$ cat src/verilog/trace_pkg.sv
`default_nettype none

package trace_pkg;

    ////////////////////////////////////////
    // Sizes
    ////////////////////////////////////////
    localparam int STAGES     = 5;             // IF, ID, EX, MEM, WB
    localparam int FIFO_DEPTH = 16;
    localparam int FIFO_AW    = 4;
    localparam int STAMP_W    = 12;            // Wraps around
    localparam int STALL_W    = 4;             // Saturates at 15
    localparam int DROP_W     = 16;            // Saturates
    localparam int REC_W      = 64;            // Header word, then instruction word

    ////////////////////////////////////////
    // AXI4-Lite register map
    ////////////////////////////////////////
    localparam logic [3:0] REG_STATUS = 4'h0;  // Drop count | record count
    localparam logic [3:0] REG_HDR    = 4'h4;  // Head header, no pop
    localparam logic [3:0] REG_INSTR  = 4'h8;  // Head instruction, pops
    localparam logic [3:0] REG_CTRL   = 4'hC;  // Bit 0 clears the drop count

    ////////////////////////////////////////
    // Record header
    ////////////////////////////////////////
    typedef struct packed {
        logic               flushed;
        logic [2:0]         rsvd;
        logic [STALL_W-1:0] stall_count;
        logic [STAMP_W-1:0] retire_stamp;
        logic [STAMP_W-1:0] fetch_stamp;
    } trace_hdr_fields_t;

    // Built from fields in capture, read back raw on the bus
    typedef union packed {
        logic [31:0]       raw;
        trace_hdr_fields_t f;
    } trace_hdr_u;

endpackage

`default_nettype wire
$ cat src/verilog/pipe_trace_top.sv
`timescale 1ns/100ps
`default_nettype none

module pipe_trace_top import trace_pkg::*; (
    input  wire         clk,
    input  wire         rst,
    // Pipeline controls
    input  wire         fetch_valid,
    input  wire  [31:0] decode_instr,
    input  wire         stall,
    input  wire         flush,
    // AXI4-Lite slave
    input  wire  [3:0]  awaddr,
    input  wire         awvalid,
    output logic        awready,
    input  wire  [31:0] wdata,
    input  wire  [3:0]  wstrb,
    input  wire         wvalid,
    output logic        wready,
    output logic [1:0]  bresp,
    output logic        bvalid,
    input  wire         bready,
    input  wire  [3:0]  araddr,
    input  wire         arvalid,
    output logic        arready,
    output logic [31:0] rdata,
    output logic [1:0]  rresp,
    output logic        rvalid,
    input  wire         rready
);

    logic              push;
    logic [REC_W-1:0]  push_data;
    logic              pop;
    logic [REC_W-1:0]  rd_data;
    logic [FIFO_AW:0]  count;
    logic              full;
    logic              empty;
    logic              drop_clear;
    logic [DROP_W-1:0] drop_count;

    trace_capture u_capture (
        .clk, .rst, .fetch_valid, .stall, .flush, .full, .drop_clear,
        .decode_instr, .push, .push_data, .drop_count
    );

    trace_fifo u_fifo (
        .clk, .rst, .push, .pop, .push_data, .rd_data, .count, .full, .empty
    );

    trace_axil u_axil (
        .clk, .rst,
        .awaddr, .awvalid, .awready, .wdata, .wstrb, .wvalid, .wready,
        .bresp, .bvalid, .bready,
        .araddr, .arvalid, .arready, .rdata, .rresp, .rvalid, .rready,
        .rd_data, .count, .empty, .drop_count, .pop, .drop_clear
    );

endmodule

`default_nettype wire

$ cat src/verilog/trace_axil.sv
`timescale 1ns/100ps
`default_nettype none

module trace_axil import trace_pkg::*; (
    input  wire               clk,
    input  wire               rst,
    // Write address and data
    input  wire  [3:0]        awaddr,
    input  wire               awvalid,
    output logic              awready,
    input  wire  [31:0]       wdata,
    input  wire  [3:0]        wstrb,
    input  wire               wvalid,
    output logic              wready,
    // Write response
    output logic [1:0]        bresp,
    output logic              bvalid,
    input  wire               bready,
    // Read address and data
    input  wire  [3:0]        araddr,
    input  wire               arvalid,
    output logic              arready,
    output logic [31:0]       rdata,
    output logic [1:0]        rresp,
    output logic              rvalid,
    input  wire               rready,
    // Record FIFO and capture side
    input  wire  [REC_W-1:0]  rd_data,
    input  wire  [FIFO_AW:0]  count,
    input  wire               empty,
    input  wire  [DROP_W-1:0] drop_count,
    output logic              pop,
    output logic              drop_clear
);

    logic        wr_fire;
    logic        rd_fire;
    logic [31:0] rd_word;
    trace_hdr_u  head_hdr;

    // AW and W are taken as a pair
    assign wr_fire  = awvalid & awready & wvalid & wready;
    assign rd_fire  = arvalid & arready;
    assign head_hdr = rd_data[REC_W-1:REC_W-32];

    assign bresp = 2'b00;                          // OKAY
    assign rresp = 2'b00;

    // Pop lands on the same edge that registers the response
    assign pop = rd_fire & (araddr == REG_INSTR) & ~empty;

    always_comb begin
        case (araddr)
            REG_STATUS: rd_word = {drop_count, (32-DROP_W)'(count)};
            REG_HDR:    rd_word = head_hdr.raw;
            REG_INSTR:  rd_word = empty ? 32'h0 : rd_data[31:0];
            default:    rd_word = 32'h0;
        endcase
    end

    ////////////////////////////////////////
    // Write channel
    ////////////////////////////////////////
    always_ff @(posedge clk or posedge rst) begin
        if (rst) begin
            awready    <= 1'b1;
            wready     <= 1'b1;
            bvalid     <= 1'b0;
            drop_clear <= 1'b0;
        end else begin
            drop_clear <= 1'b0;
            if (wr_fire) begin
                awready    <= 1'b0;                // One write in flight
                wready     <= 1'b0;
                bvalid     <= 1'b1;
                drop_clear <= (awaddr == REG_CTRL) & wstrb[0] & wdata[0];
            end else if (bvalid && bready) begin
                bvalid  <= 1'b0;
                awready <= 1'b1;
                wready  <= 1'b1;
            end
        end
    end

    ////////////////////////////////////////
    // Read channel
    ////////////////////////////////////////
    always_ff @(posedge clk or posedge rst) begin
        if (rst) begin
            arready <= 1'b1;
            rvalid  <= 1'b0;
        end else begin
            if (rd_fire) begin
                arready <= 1'b0;
                rvalid  <= 1'b1;
            end else if (rvalid && rready) begin
                rvalid  <= 1'b0;
                arready <= 1'b1;
            end
        end
    end

    // Held until rready
    always_ff @(posedge clk) begin
        if (rd_fire) begin
            rdata <= rd_word;
        end
    end

endmodule

`default_nettype wire

$ cat src/verilog/trace_capture.sv
`timescale 1ns/100ps
`default_nettype none

module trace_capture import trace_pkg::*; (
    input  wire               clk,
    input  wire               rst,
    input  wire               fetch_valid,
    input  wire               stall,
    input  wire               flush,
    input  wire               full,
    input  wire               drop_clear,
    input  wire  [31:0]       decode_instr,
    output logic              push,
    output logic [REC_W-1:0]  push_data,
    output logic [DROP_W-1:0] drop_count
);

    logic [STAMP_W-1:0] stamp;                     // Free-running cycle stamp
    logic [STAGES-1:0]  slot_valid;
    logic [STAGES-1:0]  slot_flushed;
    logic [STAMP_W-1:0] slot_fstamp [STAGES];
    logic [STALL_W-1:0] slot_stalls [STAGES];
    logic [31:0]        slot_instr  [1:STAGES-1];  // Known from decode onward
    logic               s1_new;                    // Slot 1 was loaded on the last edge
    logic               advance;
    logic               take;
    logic [31:0]        s1_instr;
    trace_hdr_u         hdr;

    // Flush wins over stall
    assign advance  = flush | ~stall;
    assign take     = flush | (fetch_valid & ~stall);

    // Decode word is live only in the first cycle an entry sits in slot 1
    assign s1_instr = s1_new ? decode_instr : slot_instr[1];

    ////////////////////////////////////////
    // Valid bits, stamp, drop counter
    ////////////////////////////////////////
    always_ff @(posedge clk or posedge rst) begin
        if (rst) begin
            stamp      <= '0;
            slot_valid <= '0;
            s1_new     <= 1'b0;
            drop_count <= '0;
        end else begin
            stamp  <= stamp + 1'b1;
            s1_new <= advance;

            if (advance) begin
                slot_valid[2:0] <= {slot_valid[1:0], take};
            end else begin
                slot_valid[2] <= 1'b0;             // Bubble behind the held slots
            end
            slot_valid[STAGES-1:3] <= slot_valid[STAGES-2:2];

            // Clear beats a drop in the same cycle
            if (drop_clear) begin
                drop_count <= '0;
            end else if (slot_valid[STAGES-1] && full && drop_count != '1) begin
                drop_count <= drop_count + 1'b1;
            end
        end
    end

    ////////////////////////////////////////
    // Shadow payload
    ////////////////////////////////////////
    always_ff @(posedge clk) begin
        if (advance) begin
            slot_fstamp[0]  <= stamp + 1'b1;       // First cycle spent in slot 0
            slot_stalls[0]  <= '0;
            slot_flushed[0] <= 1'b0;               // New fetch always enters clean
            slot_fstamp[1]  <= slot_fstamp[0];
            slot_stalls[1]  <= slot_stalls[0];
            slot_flushed[1] <= slot_flushed[0] | flush;
        end else begin
            slot_instr[1] <= s1_instr;             // Keep decoded word while held
            if (slot_stalls[1] != '1) begin
                slot_stalls[1] <= slot_stalls[1] + 1'b1;
            end
        end

        // Slot 2 payload is ignored while a bubble sits there
        slot_instr[2]   <= s1_instr;
        slot_fstamp[2]  <= slot_fstamp[1];
        slot_stalls[2]  <= slot_stalls[1];
        slot_flushed[2] <= slot_flushed[1] | flush;

        for (int i = 3; i < STAGES; i++) begin
            slot_instr[i]   <= slot_instr[i-1];
            slot_fstamp[i]  <= slot_fstamp[i-1];
            slot_stalls[i]  <= slot_stalls[i-1];
            slot_flushed[i] <= slot_flushed[i-1];
        end
    end

    ////////////////////////////////////////
    // Retire
    ////////////////////////////////////////
    always_comb begin
        hdr.f.flushed      = slot_flushed[STAGES-1];
        hdr.f.rsvd         = '0;
        hdr.f.stall_count  = slot_stalls[STAGES-1];
        hdr.f.retire_stamp = stamp;                // Cycle spent in write-back
        hdr.f.fetch_stamp  = slot_fstamp[STAGES-1];
    end

    // Slot 4 never holds, so this is a one-cycle strobe per entry
    assign push      = slot_valid[STAGES-1] & ~full;
    assign push_data = {hdr, slot_instr[STAGES-1]};

endmodule

`default_nettype wire

$ cat src/verilog/trace_fifo.sv
`timescale 1ns/100ps
`default_nettype none

module trace_fifo import trace_pkg::*; (
    input  wire               clk,
    input  wire               rst,
    input  wire               push,
    input  wire               pop,
    input  wire  [REC_W-1:0]  push_data,
    output logic [REC_W-1:0]  rd_data,
    output logic [FIFO_AW:0]  count,
    output logic              full,
    output logic              empty
);

    logic [REC_W-1:0]   mem [FIFO_DEPTH];
    logic [FIFO_AW-1:0] wr_ptr;
    logic [FIFO_AW-1:0] rd_ptr;
    logic               do_push;
    logic               do_pop;

    // Safety net only, producers already gate these
    assign do_push = push & ~full;
    assign do_pop  = pop & ~empty;

    assign full    = (count == (FIFO_AW+1)'(FIFO_DEPTH));
    assign empty   = (count == '0);
    assign rd_data = mem[rd_ptr];                  // Head shown before the pop

    always_ff @(posedge clk) begin
        if (do_push) begin
            mem[wr_ptr] <= push_data;
        end
    end

    always_ff @(posedge clk or posedge rst) begin
        if (rst) begin
            wr_ptr <= '0;
            rd_ptr <= '0;
            count  <= '0;
        end else begin
            if (do_push) begin
                wr_ptr <= wr_ptr + 1'b1;           // Depth is a power of two
            end
            if (do_pop) begin
                rd_ptr <= rd_ptr + 1'b1;
            end
            case ({do_push, do_pop})
                2'b10:   count <= count + 1'b1;
                2'b01:   count <= count - 1'b1;
                default: count <= count;
            endcase
        end
    end

endmodule

`default_nettype wire

$ cat config.mk
export PLATFORM = sky130hd
export DESIGN_NAME = pipe_trace_top
export DESIGN_NICKNAME = d
export VERILOG_FILES = /design/src/verilog/trace_pkg.sv /design/src/verilog/pipe_trace_top.sv /design/src/verilog/trace_axil.sv /design/src/verilog/trace_capture.sv /design/src/verilog/trace_fifo.sv
export SDC_FILE = /design/constraint.sdc
export NUM_CORES = 1
export LEC_CHECK = 0
export BUFFER_PORTS_ARGS = -buffer_cell sky130_fd_sc_hd__buf_2
export CAP_MARGIN = 20
export CORE_ASPECT_RATIO = 0.7
export CORE_MARGIN = 3
export CORE_UTILIZATION = 45
export CTS_CLUSTER_DIAMETER = 40
export DETAILED_ROUTE_END_ITERATION = 16
export PLACE_DENSITY = 0.61
export SLEW_MARGIN = 10
export SYNTH_ARGS = -nofsm -noshare
export SYNTH_HDL_FRONTEND = slang
export SYNTH_SLANG_ARGS = --single-unit
$ cat constraint.sdc
create_clock -name clk -period 6.25 [get_ports clk]
set_input_delay 1.25 -clock clk [delete_from_list [all_inputs] [get_ports clk]]
set_output_delay 1.25 -clock clk [all_outputs]
set_load 0.02 [all_outputs]
==> impl_metrics.py <==
metrics = {
    "die": {
        "die_w_um": 390,
        "ios": 127,
        "start_util_pct": 45.9,
        "die-area_um2": 107000,
        "core_um2": 101000,
        "rows": 97,
        "fp.dieH_um": 275,
    },
    "logic_synthesis": {
        "synth_flop_cell": "edfxtp_1",
        "ys_warn_count": 0,
        "synth_cells": 2358,
        "yosys_register_bits": 1268,
        "syn_area_um2": 46400,
        "synth_cell_types": 63,
        "yosys.area.top_type": "edfxtp_1",
        "synth_edf_count": 1069,
        "syn_area_per_cell_um2": 19.7,
        "yosysSeqAreaShare_pct": 78.3,
        "synth_area_leaders": "edfxtp_1 69%, mux4_2 9.6%, dfxtp_1 6.3%, dfrtp_1 2.7%, mux2i_1 2.6%",
        "synthArstFlopShare_pct": 4.10,
        "synth_top_area_share_pct": 69.1,
    },
    "timing": {
        "relSlewSlack_pct": 26.2,
        "final.setup.worst_slack_ns": 2.81,
        "worst_pin_slew_ns": 1.10,
        "hold_viol": 0,
        "setup_violations": 0,
        "report.final.slew_viol_count": 0,
        "finalSetupTns_ns": 0,
        "finalCriticalPeriod_ns": 3.44,
        "finalCritPeriodShare_pct": 55.1,
        "skew_ns": 0.0310,
        "clock.fmax_mhz": 291,
        "rsz0062_at_grt": "false",
    },
    "global_routing": {
        "grt-ovfl-total": 0,
        "grt_max_degree": 83,
        "grt_pass1_wl_um": 156000,
        "antenna_found_initial": 2,
        "grt_usage_pct": 20.1,
        "grt_pass1_vias": 23000,
    },
    "clock_tree": {
        "post_cts_buffers": 0,
        "clk_latency_ns": 0.74,
        "clk_pin_slew_worst_paths_ns": 0.06,
        "cts_tree": "done",
        "cts_root_buf": "clkbuf_16",
        "clk_path_buf_depth": 3,
        "numCtsBuffers": 138,
        "htree_levels": 4,
        "ctsHoldBuffers": 0,
        "cts.sinks": 1268,
        "post_cts_resized": 0,
    },
    "route": {
        "drc_errors": 0,
        "first_iter_violations": 2381,
        "drtAntennaViolNets": 0,
        "num_vias": 22600,
        "vias_per_cell": 5.69,
        "wl_per_cell_um": 26.7,
        "dr.pass1.iters": 6,
        "wirelength_um": 106000,
    },
    "placement": {
        "place_ws_ns": 2.22,
        "io_buffers": 88,
        "placed_cell_area_um2": 48600,
        "gp_congestion": 0.838,
        "dp_hpwl_um": 56100,
    },
    "setup_path": {
        "worstSetupPathType": "flop to flop",
        "endpoint": "u_fifo.mem[5][6]",
        "required_ns": 6.62,
        "startpoint_type": "flop",
        "critPathLaunch": "u_fifo.count[0]",
        "r2r_start": "u_fifo.count[0]",
        "crit_arrival_ns": 3.82,
        "r2r-end": "u_fifo.mem[5][6]",
        "path_max_fanout": 42,
        "reg2reg_slack_ns": 2.81,
        "worstRegToRegCells": 5,
        "crit_path_end_kind": "flop",
    },
    "cells_and_area": {
        "area_delta_synth_final_pct": 14.7,
        "drive_gt1_share_pct": 22.9,
        "final_area_um2": 53300,
        "layout_commonest_cell": "edfxtp_1",
        "layout_common_cells": "1069 x edfxtp_1, 220 x nand2_1, 198 x mux4_2, 151 x clkbuf_16, 147 x dfxtp_1",
        "nets": 2616,
    },
    "power_and_ir_drop": {
        "ir_worst_vdd_mv": 0.336,
        "leakagePower_nw": 17.4,
        "power_mw": 20.5,
        "power_density_nw_per_um2": 385,
    },
    "outcome": {
        "outcome": "finished clean",
    },
    "hold_path": {
        "hold_class": "flop to flop",
    },
    "job": {
        "maxCapViolCount": 0,
    },
}
-- cells by family after synthesis --
kind of cell,count (synthesis),share of synthesized area (%)
flops,1268,78.3
mux,354,13.1
simple gates,353,3.46
compound gates,197,2.81
buf+inv,138,1.42
xor+xnor,36,0.679
fa+ha+maj,11,0.296
other cells,1,0.00808
-- how the worst min path moves through the flow --
stage | from | to | slack (ns) | cells after the start
final | u_capture.slot_instr[0][89] | u_capture.slot_instr[0][121] | 0.31 | 0
after global routing | u_capture.slot_instr[0][96] | u_capture.slot_instr[0][128] | 0.33 | 0
after CTS | u_capture.slot_instr[0][89] | u_capture.slot_instr[0][121] | 0.31 | 0
after detailed placement | u_capture.slot_instr[0][68] | u_capture.slot_instr[0][100] | 0.31 | 0
after global placement | u_capture.slot_instr[0][93] | u_capture.slot_instr[0][125] | 0.31 | 0
after floorplan | u_capture.slot_flushed[2] | u_capture.slot_flushed[3] | 0.31 | 0
-- area by class of cell --
| type | instances | area [um^2] |
|---|---|---|
| clock buffer | 190 | 4030 |
| inverter | 17 | 65.1 |
| tap | 1336 | 1670 |
| timing repair buffer | 139 | 936 |
| sequential | 1268 | 36400 |
| multi-input combinational | 955 | 9600 |
| antenna | 7 | 17.5 |
| fill | 7853 | 48000 |
| clock inverter | 66 | 589 |
-- power breakdown --
group | switching (mW) | internal, mW | total, mW | leakage, nW
combinational | 1.32 | 0.832 | 2.15 | 3.40
clock | 3.29 | 4.77 | 8.06 | 2.25
sequential | 0.359 | 9.96 | 10.3 | 11.8
-- metrics by stage --
stage / hold WS [ns] / instances / util, %
final: 0.311 / 3978 / 52.6
after global routing: 0.328 / 3971 / 52.6
after detailed placement: 0.312 / 3715 / 48.0
after floorplan: 0.310 / 2361 / -
after global placement: 0.310 / 3715 / 48.0
after CTS: 0.306 / 3971 / 52.6
-- layer usage --
layer / global-route usage, % / routed length [um] / vias up
met5: 0 / 0 / -
met4: 6.05 / 1990 / 0
met3: 3.49 / 7130 / 144
met2: 31.2 / 49600 / 845
met1: 29.3 / 47400 / 11900
li1: - / - / 9722
-- cells in the mapped netlist (all sizes together), types with 9 or more instances --
cell type  instances
inv               17
a21oi             81
o21ai             11
mux2i            121
nand4             10
nand3             31
mux4             198
a22oi             38
xor2               9
a22o               9
nand2            220
xnor2             27
edfxtp          1069
o22ai             12
mux2              35
a221oi             9
ha                11
o221ai             9
dfxtp            147
dfrtp             50
nor3              12
buf               78
clkbuf            43
nor2              47
-- critical path: stages, from the launching register on --
cell and delay, ns:
dfrtp_1 0.59, nor4_4 0.13, a21boi_1 0.59, nand2_1 0.38
nor2_4 0.92, buf_12 0.43
-- registers in the layout, summed over array words and instances, names as in the netlist, 4 cells and up --
signal / cells
u_axil.rdata: 32
u_capture.slot_valid: 5
u_fifo.wr_ptr: 4
u_fifo.mem: 976
u_fifo.count: 5
u_capture.slot_stalls: 16
u_capture.slot_flushed: 4
u_capture.stamp: 12
u_capture.slot_instr: 128
u_capture.drop_count: 16
u_capture.slot_fstamp: 60
u_fifo.rd_ptr: 4
Note: power is estimated with default switching activity, not from simulation.
